==> config.mk <==
export PLATFORM = sky130hd
export DESIGN_NAME = fadd
export DESIGN_NICKNAME = d
export VERILOG_FILES = /design/src/hdl/fp_format_pkg.sv /design/src/hdl/fadd_ctrl_pkg.sv /design/src/hdl/fadd_stage_if.sv /design/src/hdl/fadd_special.sv /design/src/hdl/fadd_renor.sv /design/src/hdl/fadd_align.sv /design/src/hdl/fadd_round.sv /design/src/hdl/fadd.sv
export SDC_FILE = /design/constraint.sdc
export NUM_CORES = 2
export LEC_CHECK = 0
export ABC_AREA = 1
export BUFFER_PORTS_ARGS = -buffer_cell sky130_fd_sc_hd__buf_2
export CORE_MARGIN = 3
export CORE_UTILIZATION = 28
export CTS_CLUSTER_DIAMETER = 60
export CTS_CLUSTER_SIZE = 30
export DETAILED_ROUTE_END_ITERATION = 16
export GPL_ROUTABILITY_DRIVEN = 0
export PLACE_DENSITY = 0.51
export SLEW_MARGIN = 20
export SYNTH_ARGS = -nofsm -noshare
export SYNTH_HDL_FRONTEND = slang
export SYNTH_HIERARCHICAL = 1
export SYNTH_SLANG_ARGS = --single-unit
==> constraint.sdc <==
create_clock -name clk -period 23.5 [get_ports clk]
set_clock_uncertainty 0.1 [all_clocks]
set_input_delay 1.175 -clock clk [delete_from_list [all_inputs] [get_ports clk]]
set_output_delay 1.175 -clock clk [all_outputs]
set_load 0.01 [all_outputs]
==> src/hdl/fp_format_pkg.sv <==
package fp_format_pkg;

  // binary64 field widths
  localparam int EXP_W    = 11;
  localparam int FRAC_W   = 52;
  localparam int GRS_BITS = 3;

  // carry, hidden, fraction, then guard/round/sticky
  localparam int SIG_W    = 2 + FRAC_W + GRS_BITS;

  // alignment distance, saturated at 63
  localparam int SHIFT_W  = 6;

  typedef logic [63:0]         fp_word_t;
  typedef logic [EXP_W-1:0]    fp_exp_t;
  typedef logic [FRAC_W-1:0]   fp_frac_t;
  typedef logic [SIG_W-1:0]    fp_sig_t;
  typedef logic [SHIFT_W-1:0]  fp_shift_t;

  // exponent of inf and nan
  localparam fp_exp_t EXP_MAX_BIASED = 11'd2047;

  // every nan result, positive and quiet
  localparam fp_word_t QNAN_DEFAULT = {
    1'b0,
    EXP_MAX_BIASED,
    1'b1,
    {(FRAC_W - 1){1'b0}}
  };

endpackage

==> src/hdl/fadd_ctrl_pkg.sv <==
package fadd_ctrl_pkg;

  // op[2] marks a logic op, op[1:0] then picks which one
  typedef enum logic [2:0] {
    OP_ADD  = 3'd0,
    OP_SUB  = 3'd1,
    OP_RSUB = 3'd2,
    OP_AND  = 3'd4,
    OP_OR   = 3'd5,
    OP_XOR  = 3'd6,
    OP_ANDN = 3'd7
  } fadd_op_t;

  typedef enum logic [1:0] {
    RND_TRUNC = 2'd0,
    RND_EVEN  = 2'd1,
    RND_PLUS  = 2'd2,
    RND_MINUS = 2'd3
  } rmode_t;

  typedef logic [3:0] fadd_raise_t;

  // raise vector bit positions
  localparam int RAISE_INV     = 0;
  localparam int RAISE_OVER    = 1;
  localparam int RAISE_UNDER   = 2;
  localparam int RAISE_INEXACT = 3;

endpackage

==> src/hdl/fadd_stage_if.sv <==
`timescale 1ns/10ps

interface fadd_stage_if;
  import fp_format_pkg::*;
  import fadd_ctrl_pkg::*;

  logic        valid;
  logic        is_special;
  fp_word_t    special_res;
  fadd_raise_t special_raise;
  logic        sign_res;
  logic        eff_sub;
  fp_exp_t     exp_big;
  fp_sig_t     sig_big;
  // sticky already folded into bit 0
  fp_sig_t     sig_small_aligned;
  rmode_t      rmode;

  modport align (
    output valid, is_special, special_res, special_raise, sign_res,
    output eff_sub, exp_big, sig_big, sig_small_aligned, rmode
  );

  modport round (
    input valid, is_special, special_res, special_raise, sign_res,
    input eff_sub, exp_big, sig_big, sig_small_aligned, rmode
  );

endinterface

==> src/hdl/fadd_special.sv <==
`timescale 1ns/10ps

module fadd_special (
  input  fp_format_pkg::fp_word_t      a,
  input  fp_format_pkg::fp_word_t      b,
  input  fadd_ctrl_pkg::fadd_op_t      op,
  input  fadd_ctrl_pkg::rmode_t        rmode,
  output logic                         is_special,
  output fp_format_pkg::fp_word_t      special_res,
  output fadd_ctrl_pkg::fadd_raise_t   special_raise
);
  import fp_format_pkg::*;
  import fadd_ctrl_pkg::*;

  fp_exp_t  exp_a;
  fp_exp_t  exp_b;
  fp_frac_t frac_a;
  fp_frac_t frac_b;
  logic     sign_a;
  logic     sign_b;
  logic     zero_a;
  logic     zero_b;
  logic     inf_a;
  logic     inf_b;
  logic     nan_a;
  logic     nan_b;
  logic     snan_any;
  logic     zero_sign;

  assign exp_a  = a[FRAC_W +: EXP_W];
  assign exp_b  = b[FRAC_W +: EXP_W];
  assign frac_a = a[FRAC_W-1:0];
  assign frac_b = b[FRAC_W-1:0];

  // effective signs after sub / rsub
  assign sign_a = a[63] ^ (op == OP_RSUB);
  assign sign_b = b[63] ^ (op == OP_SUB);

  // denormals count as zero here
  assign zero_a = exp_a == '0;
  assign zero_b = exp_b == '0;
  assign inf_a  = exp_a == EXP_MAX_BIASED && frac_a == '0;
  assign inf_b  = exp_b == EXP_MAX_BIASED && frac_b == '0;
  assign nan_a  = exp_a == EXP_MAX_BIASED && frac_a != '0;
  assign nan_b  = exp_b == EXP_MAX_BIASED && frac_b != '0;
  assign snan_any = (nan_a && !frac_a[FRAC_W-1]) || (nan_b && !frac_b[FRAC_W-1]);

  // +0 for opposite signs unless rounding toward minus
  assign zero_sign = (sign_a == sign_b) ? sign_a : (rmode == RND_MINUS);

  always_comb begin
    is_special    = 1'b1;
    special_res   = '0;
    special_raise = '0;
    if (op[2]) begin
      case (op)
        OP_AND:  special_res = a & b;
        OP_OR:   special_res = a | b;
        OP_XOR:  special_res = a ^ b;
        default: special_res = a & ~b;
      endcase
    end else if (nan_a || nan_b) begin
      special_res              = QNAN_DEFAULT;
      special_raise[RAISE_INV] = snan_any;
    end else if (inf_a && inf_b && sign_a != sign_b) begin
      special_res              = QNAN_DEFAULT;
      special_raise[RAISE_INV] = 1'b1;
    end else if (inf_a) begin
      special_res = {sign_a, a[62:0]};
    end else if (inf_b) begin
      special_res = {sign_b, b[62:0]};
    end else if (zero_a && zero_b) begin
      special_res = {zero_sign, 63'b0};
    end else if (zero_a) begin
      special_res = {sign_b, b[62:0]};
    end else if (zero_b) begin
      special_res = {sign_a, a[62:0]};
    end else begin
      is_special = 1'b0;
    end
  end

endmodule

==> src/hdl/fadd_renor.sv <==
`timescale 1ns/10ps

module fadd_renor (
  input  fp_format_pkg::fp_sig_t  sig_in,
  input  fp_format_pkg::fp_exp_t  exp_in,
  output fp_format_pkg::fp_sig_t  sig_out,
  output fp_format_pkg::fp_exp_t  exp_out,
  output logic                    zero,
  output logic                    tiny
);
  import fp_format_pkg::*;

  logic [6:0] byte_has;
  logic [2:0] byte_sel;
  logic [2:0] bit_sel;
  logic [2:0] lead_bytes;
  logic [2:0] lead_bits;
  logic [7:0] top_byte;
  fp_sig_t    sig_med;
  fp_shift_t  shift;

  // bits 55:0 as seven bytes, carry bit is clear after a subtraction
  for (genvar k = 0; k < 7; k++) begin : g_byte
    assign byte_has[k] = |sig_in[8*k +: 8];
  end

  always_comb begin
    byte_sel = '0;
    for (int k = 0; k < 7; k++) begin
      if (byte_has[k]) begin
        byte_sel = 3'(k);
      end
    end
  end

  // first level moves the top byte up to bits 55:48
  assign lead_bytes = 3'd6 - byte_sel;
  assign sig_med    = sig_in << {lead_bytes, 3'b000};
  assign top_byte   = sig_med[SIG_W-2 -: 8];

  always_comb begin
    bit_sel = '0;
    for (int k = 0; k < 8; k++) begin
      if (top_byte[k]) begin
        bit_sel = 3'(k);
      end
    end
  end

  assign lead_bits = 3'd7 - bit_sel;
  assign sig_out   = sig_med << lead_bits;
  assign shift     = {lead_bytes, 3'b000} + fp_shift_t'(lead_bits);
  assign exp_out   = exp_in - shift;

  assign zero = ~|sig_in;
  // exponent would drop below 1
  assign tiny = ~zero && (exp_in <= fp_exp_t'(shift));

endmodule

==> src/hdl/fadd_align.sv <==
`timescale 1ns/10ps

module fadd_align (
  input  logic                      clk,
  input  logic                      rst,
  input  logic                      en,
  input  fp_format_pkg::fp_word_t   a,
  input  fp_format_pkg::fp_word_t   b,
  input  fadd_ctrl_pkg::fadd_op_t   op,
  input  fadd_ctrl_pkg::rmode_t     rmode,
  fadd_stage_if.align               stage
);
  import fp_format_pkg::*;
  import fadd_ctrl_pkg::*;

  logic        sign_a;
  logic        sign_b;
  logic        a_more;
  fp_exp_t     exp_big;
  fp_exp_t     exp_small;
  fp_exp_t     exp_diff;
  fp_shift_t   shamt;
  fp_sig_t     sig_big;
  fp_sig_t     sig_small;
  fp_sig_t     sig_shifted;
  fp_sig_t     lost_mask;
  logic        sticky;
  fp_sig_t     sig_aligned;
  logic        is_special;
  fp_word_t    special_res;
  fadd_raise_t special_raise;

  fadd_special u_special (
    .a             (a),
    .b             (b),
    .op            (op),
    .rmode         (rmode),
    .is_special    (is_special),
    .special_res   (special_res),
    .special_raise (special_raise)
  );

  assign sign_a = a[63] ^ (op == OP_RSUB);
  assign sign_b = b[63] ^ (op == OP_SUB);

  // exponent and fraction compare as one unsigned field
  assign a_more = a[EXP_W+FRAC_W-1:0] >= b[EXP_W+FRAC_W-1:0];

  assign exp_big   = a_more ? a[FRAC_W +: EXP_W] : b[FRAC_W +: EXP_W];
  assign exp_small = a_more ? b[FRAC_W +: EXP_W] : a[FRAC_W +: EXP_W];
  assign exp_diff  = exp_big - exp_small;
  assign shamt     = (|exp_diff[EXP_W-1:SHIFT_W]) ? '1 : exp_diff[SHIFT_W-1:0];

  assign sig_big   = {2'b01, a_more ? a[FRAC_W-1:0] : b[FRAC_W-1:0], {GRS_BITS{1'b0}}};
  assign sig_small = {2'b01, a_more ? b[FRAC_W-1:0] : a[FRAC_W-1:0], {GRS_BITS{1'b0}}};

  // bits pushed out below bit 0 collapse into sticky
  assign sig_shifted = sig_small >> shamt;
  assign lost_mask   = ~({SIG_W{1'b1}} << shamt);
  assign sticky      = |(sig_small & lost_mask);
  assign sig_aligned = {sig_shifted[SIG_W-1:1], sig_shifted[0] | sticky};

  always_ff @(posedge clk) begin
    if (rst) begin
      stage.valid <= 1'b0;
    end else begin
      stage.valid <= en;
    end
  end

  always_ff @(posedge clk) begin
    if (en) begin
      stage.is_special        <= is_special;
      stage.special_res       <= special_res;
      stage.special_raise     <= special_raise;
      stage.sign_res          <= a_more ? sign_a : sign_b;
      stage.eff_sub           <= sign_a ^ sign_b;
      stage.exp_big           <= exp_big;
      stage.sig_big           <= sig_big;
      stage.sig_small_aligned <= sig_aligned;
      stage.rmode             <= rmode;
    end
  end

endmodule

==> src/hdl/fadd_round.sv <==
`timescale 1ns/10ps

module fadd_round (
  input  logic                        clk,
  input  logic                        rst,
  fadd_stage_if.round                 stage,
  output fp_format_pkg::fp_word_t     res,
  output fadd_ctrl_pkg::fadd_raise_t  raise,
  output logic                        valid
);
  import fp_format_pkg::*;
  import fadd_ctrl_pkg::*;

  fp_sig_t          sum;
  fp_sig_t          add_norm;
  logic [EXP_W:0]   add_exp;
  fp_sig_t          sub_norm;
  fp_exp_t          sub_exp;
  logic             sub_zero;
  logic             sub_tiny;
  fp_sig_t          norm;
  logic [EXP_W:0]   exp_norm;
  logic             sign;
  logic             lsb;
  logic             guard;
  logic             rnd_bit;
  logic             inexact;
  logic             round_up;
  logic [FRAC_W+1:0] mant_rnd;
  fp_frac_t         frac_rnd;
  logic [EXP_W:0]   exp_rnd;
  logic             overflow;
  logic             ovf_to_max;
  fp_word_t         res_next;
  fadd_raise_t      raise_next;

  assign sum = stage.eff_sub ? stage.sig_big - stage.sig_small_aligned
                             : stage.sig_big + stage.sig_small_aligned;

  // carry out of an addition shifts right and keeps sticky
  assign add_norm = sum[SIG_W-1] ? {1'b0, sum[SIG_W-1:2], sum[1] | sum[0]} : sum;
  assign add_exp  = {1'b0, stage.exp_big} + sum[SIG_W-1];

  fadd_renor u_renor (
    .sig_in  (sum),
    .exp_in  (stage.exp_big),
    .sig_out (sub_norm),
    .exp_out (sub_exp),
    .zero    (sub_zero),
    .tiny    (sub_tiny)
  );

  assign norm     = stage.eff_sub ? sub_norm : add_norm;
  assign exp_norm = stage.eff_sub ? {1'b0, sub_exp} : add_exp;
  assign sign     = stage.sign_res;

  assign lsb     = norm[GRS_BITS];
  assign guard   = norm[GRS_BITS-1];
  assign rnd_bit = |norm[GRS_BITS-2:0];
  assign inexact = |norm[GRS_BITS-1:0];

  always_comb begin
    case (stage.rmode)
      RND_EVEN:  round_up = guard & (rnd_bit | lsb);
      RND_PLUS:  round_up = ~sign & inexact;
      RND_MINUS: round_up = sign & inexact;
      default:   round_up = 1'b0;
    endcase
  end

  // a rounding carry leaves the fraction at zero and bumps the exponent
  assign mant_rnd = {1'b0, norm[SIG_W-2:GRS_BITS]} + round_up;
  assign frac_rnd = mant_rnd[FRAC_W-1:0];
  assign exp_rnd  = exp_norm + mant_rnd[FRAC_W+1];
  assign overflow = exp_rnd >= {1'b0, EXP_MAX_BIASED};

  // modes that round toward zero for this sign saturate to largest finite
  assign ovf_to_max = (stage.rmode == RND_TRUNC) ||
                      (stage.rmode == RND_PLUS && sign) ||
                      (stage.rmode == RND_MINUS && !sign);

  always_comb begin
    raise_next = '0;
    if (stage.is_special) begin
      res_next   = stage.special_res;
      raise_next = stage.special_raise;
    end else if (stage.eff_sub && sub_zero) begin
      res_next = {stage.rmode == RND_MINUS, 63'b0};
    end else if (stage.eff_sub && sub_tiny) begin
      // flush to signed zero
      res_next                  = {sign, 63'b0};
      raise_next[RAISE_UNDER]   = 1'b1;
      raise_next[RAISE_INEXACT] = 1'b1;
    end else if (overflow) begin
      if (ovf_to_max) begin
        res_next = {sign, EXP_MAX_BIASED - 1'b1, {FRAC_W{1'b1}}};
      end else begin
        res_next = {sign, EXP_MAX_BIASED, {FRAC_W{1'b0}}};
      end
      raise_next[RAISE_OVER]    = 1'b1;
      raise_next[RAISE_INEXACT] = 1'b1;
    end else begin
      res_next                  = {sign, exp_rnd[EXP_W-1:0], frac_rnd};
      raise_next[RAISE_INEXACT] = inexact;
    end
  end

  always_ff @(posedge clk) begin
    if (rst) begin
      valid <= 1'b0;
      res   <= '0;
      raise <= '0;
    end else begin
      valid <= stage.valid;
      res   <= stage.valid ? res_next : '0;
      raise <= stage.valid ? raise_next : '0;
    end
  end

endmodule

==> src/hdl/fadd.sv <==
`timescale 1ns/10ps

module fadd (
  input  logic                        clk,
  input  logic                        rst,
  input  logic                        en,
  input  fp_format_pkg::fp_word_t     a,
  input  fp_format_pkg::fp_word_t     b,
  input  fadd_ctrl_pkg::fadd_op_t     op,
  input  fadd_ctrl_pkg::rmode_t       rmode,
  output fp_format_pkg::fp_word_t     res,
  output fadd_ctrl_pkg::fadd_raise_t  raise,
  output logic                        valid
);

  // stage 1 to stage 2 registers
  fadd_stage_if stage_bus ();

  fadd_align u_align (
    .clk   (clk),
    .rst   (rst),
    .en    (en),
    .a     (a),
    .b     (b),
    .op    (op),
    .rmode (rmode),
    .stage (stage_bus.align)
  );

  fadd_round u_round (
    .clk   (clk),
    .rst   (rst),
    .stage (stage_bus.round),
    .res   (res),
    .raise (raise),
    .valid (valid)
  );

endmodule

Yosys cells after proc, flatten, opt, wreduce, memory -nomap -nowiden

Cells that the tools add are included.

$add $sub $neg: 10
Magnitude comparators: 3
Eq/ne operators: 13
Shift-type cells: 4
Mux-type cells: 46
Bitwise operators: 19
Reduce and logical (&&, ||, !) cells: 45

Operators by type and width:

| kind                                                                 | count |
|---|---|
| 64-bit 2-to-1 mux                                                    | 10 |
| 64-bit case mux with 3 select lines                                  | 1 |
| 64-bit AND                                                           | 2 |
| 63-bit 2-to-1 mux                                                    | 2 |
| 57-bit OR reduction                                                  | 2 |
| 56-bit 2-to-1 mux                                                    | 2 |
| 52-bit logical NOT                                                   | 2 |
| 52-bit 2-to-1 mux                                                    | 2 |
| 52-bit nonzero test                                                  | 2 |
| 64-bit NOT                                                           | 1 |
| 64-bit OR                                                            | 1 |
| 64-bit XOR                                                           | 1 |
| 63-bit greater-or-equal comparator                                   | 1 |
| 56-bit by 57-bit adder with 57-bit output                            | 1 |
| 56-bit by 57-bit AND with 57-bit output                              | 1 |
| 57-bit 2-to-1 mux                                                    | 1 |
| 57-bit NOT                                                           | 1 |
| 57-bit by 3-bit left shift with 56-bit output                        | 1 |
| 57-bit by 6-bit left shift with 57-bit output                        | 1 |
| 57-bit by 6-bit left shift with 57-bit output (first input constant) | 1 |
| 56-bit by 6-bit >> shifter with 57-bit output                        | 1 |
| 56-bit by 57-bit subtractor with 57-bit output                       | 1 |
| 53-bit by 1-bit adder with 54-bit output                             | 1 |
| 53-bit 2-to-1 mux                                                    | 1 |
| 38 further kinds                                                     | 100 |

Flip-flop bits (word level): 260
Output and inout port bits: 69
Word-level logic and storage cells: 155

Depth between registers and ports, before layout

Depth after elaboration: 32
Mapped depth: 84
Mapped depth without buffers: 79

Modules after synthesis

The synthesis kept the hierarchy.

By module, submodules not included:

| module       | instances | cells an instance | area each (um^2) |
|---|---|---|---|
| fadd_align   | 1         | 1902              | 13862.0 |
| fadd_round   | 1         | 2643              | 13760.7 |
| fadd_special | 1         | 1140              | 6013.3 |
| fadd_renor   | 1         | 868               | 4197.8 |

Worst setup path after synthesis

No wires, ideal clock.

Kind: reg2reg
From: register u_align.stage.sig_small_aligned[5]
To: register u_round.res[21]
Setup time: 116 ps
Arrival time: 10184 ps
Required time: 23284 ps
Slack: 13100 ps
Cell stages (with the launch flop): 76
Path buffers: 6
Cell sequence: edfxtp_1 nor2_2 nand2_1 nor2_1 nand2_1 nor3_1 and2_1 nand2_1 o21ai_1 o21ai_0 a21oi_1 a21boi_2 o21ai_0 nor2_2 nand3_1 xor2_1 ha_1 nand2_1 [40 not listed] nand3_1 nor4_2 ha_1 ha_1 nand4_1 o21ai_0 nand2_1 nor3_1 nand2_1 nor3_1 nand2_1 nand2_2 nand2_1 nand2_2 inv_2 buf_2 o21ai_1 nand2_1

Elaborated cells on any way between the ends: 52

RTL lines:

| item                                                                                                        | line                               | text |
|---|---|---|
| start, declared                                                                                             | fadd_stage_if.sv:21                | `output eff_sub, exp_big, sig_big, sig_small_aligned, rmode` |
| start signal, assigned                                                                                      | fadd_align.sv:80                   | `stage.sig_small_aligned <= sig_aligned;` |
| 56-bit by 57-bit adder with 57-bit output or 56-bit by 57-bit subtractor with 57-bit output (tied branches) | fadd_round.sv:38, fadd_round.sv:37 |  |
| 57-bit 2-to-1 mux (*)                                                                                       | fadd_round.sv:37                   | `assign sum = stage.eff_sub ? stage.sig_big - stage.sig_small_aligned` |
| via u_round.sum[50]                                                                                         | fadd_round.sv:14                   | `fp_sig_t sum;` |
| 8-bit OR reduction                                                                                          | fadd_renor.sv:24                   | `assign byte_has[k] = \|sig_in[8*k +: 8];` |
| 3-bit 2-to-1 mux                                                                                            | fadd_renor.sv:30                   | `if (byte_has[k]) begin` |
| 3-bit subtractor                                                                                            | fadd_renor.sv:37                   | `assign lead_bytes = 3'd6 - byte_sel;` |
| 57-bit by 6-bit left shift with 57-bit output (*)                                                           | fadd_renor.sv:38                   | `assign sig_med = sig_in << {lead_bytes, 3'b000};` |
| 1-bit 2-to-1 mux                                                                                            | fadd_renor.sv:44                   | `if (top_byte[k]) begin` |
| [8 not listed]                                                                                              | n/a                                |  |
| via u_round.sub_norm[3]                                                                                     | fadd_round.sv:17                   | `fp_sig_t sub_norm;` |
| [3 not listed]                                                                                              | n/a                                |  |
| 1-bit case mux with 3 select lines                                                                          | fadd_round.sv:63                   | `case (stage.rmode)` |
| 53-bit by 1-bit adder with 54-bit output (*)                                                                | fadd_round.sv:72                   | `assign mant_rnd = {1'b0, norm[SIG_W-2:GRS_BITS]} + round_up;` |
| 12-bit by 1-bit adder with 12-bit output                                                                    | fadd_round.sv:74                   | `assign exp_rnd = exp_norm + mant_rnd[FRAC_W+1];` |
| 12-bit by 11-bit greater-or-equal comparator with 1-bit output                                              | fadd_round.sv:75                   | `assign overflow = exp_rnd >= {1'b0, EXP_MAX_BIASED};` |
| 63-bit 2-to-1 mux (*)                                                                                       | fadd_round.sv:94                   | `end else if (overflow) begin` |
| 63-bit 2-to-1 mux (*)                                                                                       | fadd_round.sv:89                   | `end else if (stage.eff_sub && sub_tiny) begin` |
| 64-bit 2-to-1 mux (*)                                                                                       | fadd_round.sv:87                   | `end else if (stage.eff_sub && sub_zero) begin` |
| 64-bit 2-to-1 mux (*)                                                                                       | fadd_round.sv:84                   | `if (stage.is_special) begin` |
| end signal, assigned                                                                                        | fadd_round.sv:115                  | `res <= stage.valid ? res_next : '0;` |
| end, declared                                                                                               | fadd_round.sv:7                    | `output fp_format_pkg::fp_word_t res,` |

The timed path passes the listed nets; every way through them passes the cells marked *.
A chain may end at the register's enable or synchronous reset.

Final worst setup path

From: register u_align.stage.sig_small_aligned[5]
To: register u_round.res[14]

Same word-level chain as after synthesis.

==> results by group <==
Critical path
  – Critical Path Start Type: register
  – Worst Path Max Fanout: 69
  – WP buf/inv: 10
  – WP data arrival: 14.72 ns
  – Critical Path Start: u_align/stage.sig_small_aligned[5]$_DFFE_PP_
  – Reg2Reg Setup Slack: 9.20 ns
  – Slowest-stage cell, CP: inv_2
  – Top cell by count, worst path: nand2_1
  – Critical path's top delay family: simple AND/OR/NAND/NOR gates
  – Crit path largest cell delay: 0.63 ns
  – Setup CP Type: reg2reg
  – Worst r2r src: u_align/stage.sig_small_aligned[5]$_DFFE_PP_
  – CP Capture Type: register
  – Worst endpoint required time: 23.92 ns

Timing
  – Hold Vio Cnt, Final: 0
  – Max frequency: 69.9 MHz
  – Relative slew slack: 0.170
  – Final setup vio count: 0
  – Slew @ Worst Pin: 1.23 ns
  – Crit path time final: 14.30 ns
  – Period utilization: 0.608
  – Sum Neg Setup Slack: 0 ns
  – RSZ-0062 raised after global routing: no
  – Max Slew Vio Count: 0

Die
  – Row cnt: 134
  – Ports: 205
  – Die Ht: 373 um
  – Die Wd: 373 um
  – Core area: 0.134 sq mm
  – Die Area: 0.139 sq mm
  – Initial core utilization: 0.283

CTS
  – Clock transition at path regs: 0.10 ns
  – Post-CTS setup buffers: 0
  – Root buf cell: clkbuf_16
  – Clock Latency Late Sink: 0.59 ns
  – CTS H-tree depth: 1
  – CTS tree: done
  – Max clock buf depth: 3
  – CTS Hold Bufs: 0
  – # resized after CTS: 0
  – Total clock sinks: 262
  – Total CTS buffers: 25

Finish
  – Non-filler instance count after layout: 8334
  – Final nets: 6882
  – Layout overhead on the synthesized area: 7.83%
  – Most common cell after layout, fill and taps aside: nand2_1
  – Most frequent cells in the layout: nand2_1 (2037), nand3_1 (881), inv_1 (830), nor2_1 (586), o21ai_0 (317)
  – Share of cells above drive strength 1: 0.0878

Run status
  – Status: finished clean

Power
  – Static leakage: 21.0 nW
  – Worst IR Drop VDD: 0.0505 mV
  – PD cells: 93.7 mW/mm^2

Place
  – Hpwl dp: 146000 um
  – I/O Buffers: 204
  – Placed insts: 8286

Detailed routing
  – Vias: 44519
  – Antenna-violating nets left: 0
  – # DRC: 0
  – DRT iter0 DRCs: 6401
  – Routed len/inst: 22.0 um
  – Drt pass-1 iters: 7
  – Via density per instance: 5.34
  – Post-Route WL: 183000 um

Global route
  – Initial antenna violation count: 12
  – Total grt overflow: 0
  – Vias in the first global route: 39969
  – GR Util All Layers: 0.248
  – Pin count of the biggest net entering global routing: 124
  – First-pass GRT wire length: 264000 um

Yosys
  – Mapped cell area: 0.0378 sq mm
  – Avg Inst Size Synth: 5.77 sq um
  – Ys Warns: 6
  – Syn Inst Count: 6547

Hold path
  – Hold_sp: u_align/stage.valid$_SDFF_PP0_
  – Min-Delay Path Class: reg2reg

Flow run
  – Max-cap viol count: 0
-- flip-flops by register name, indices dropped and copies added, names as in the netlist, 2 cells and up --
register	cells
u_align/stage.sig_small_aligned	56
u_round/raise	4
u_round/res	64
u_align/stage.sig_big	52
u_align/stage.special_raise	4
u_align/stage.special_res	64
u_align/stage.rmode	2
u_align/stage.exp_big	11
-- through the flow --
stage	total power, mW	hold WS (ns)	setup WS, ns	area [sq um]	utilization
detailed placement	3.24	0.328	9.55	39800	0.298
finish	3.82	0.341	9.20	40800	0.305
CTS	3.71	0.341	9.46	40800	0.305
global route	4.05	0.356	7.74	40800	0.305
global placement	3.25	0.322	9.77	39800	0.298
floorplan	2.34	0.307	13.10	37800	-
-- power by group --
group	switching [mW]	internal [mW]
Clock	0.240	0.222
Combinational	2.04	0.733
Sequential	0.0405	0.545
-- worst register-to-register path, delay by kind of cell (launching register included) --
kind | cells | cell delay (ns)
and+or+nand+nor | 55 | 8.09
xor gates and xnor gates | 2 | 0.45
AOI/OAI and AO/OA | 9 | 1.34
DFF | 1 | 0.45
buffers and inverters | 10 | 2.42
adders and majority gates | 4 | 1.33
-- worst paths after layout --
path	endpoint	depth (start not counted)
max	u_round/res[14]$_SDFF_PP0_	80
min	u_round/valid$_SDFF_PP0_	2
min reg2reg	u_round/valid$_SDFF_PP0_	2
max reg2reg	u_round/res[14]$_SDFF_PP0_	80
-- layer usage --
layer  GRT usage  up-vias  routed length [um]
li1            -    21193                   -
met1       0.341    20302               77500
met2       0.369     2546               75600
met3      0.0380      474               17900
met4       0.142        4               12400
met5           0        -                  24
-- final cells by class --
class | instances | area (sq um)
Antenna cell | 3 | 7.51
Clock buffer | 25 | 626
Clock inverter | 20 | 305
Fill cell | 15318 | 93000
Inverter | 893 | 3350
Multi-Input combinational cell | 5118 | 25800
Sequential cell | 262 | 7170
Tap cell | 1768 | 2210
Timing Repair Buffer | 245 | 1340
No activity file was read; power rests on OpenSTA's default activity.
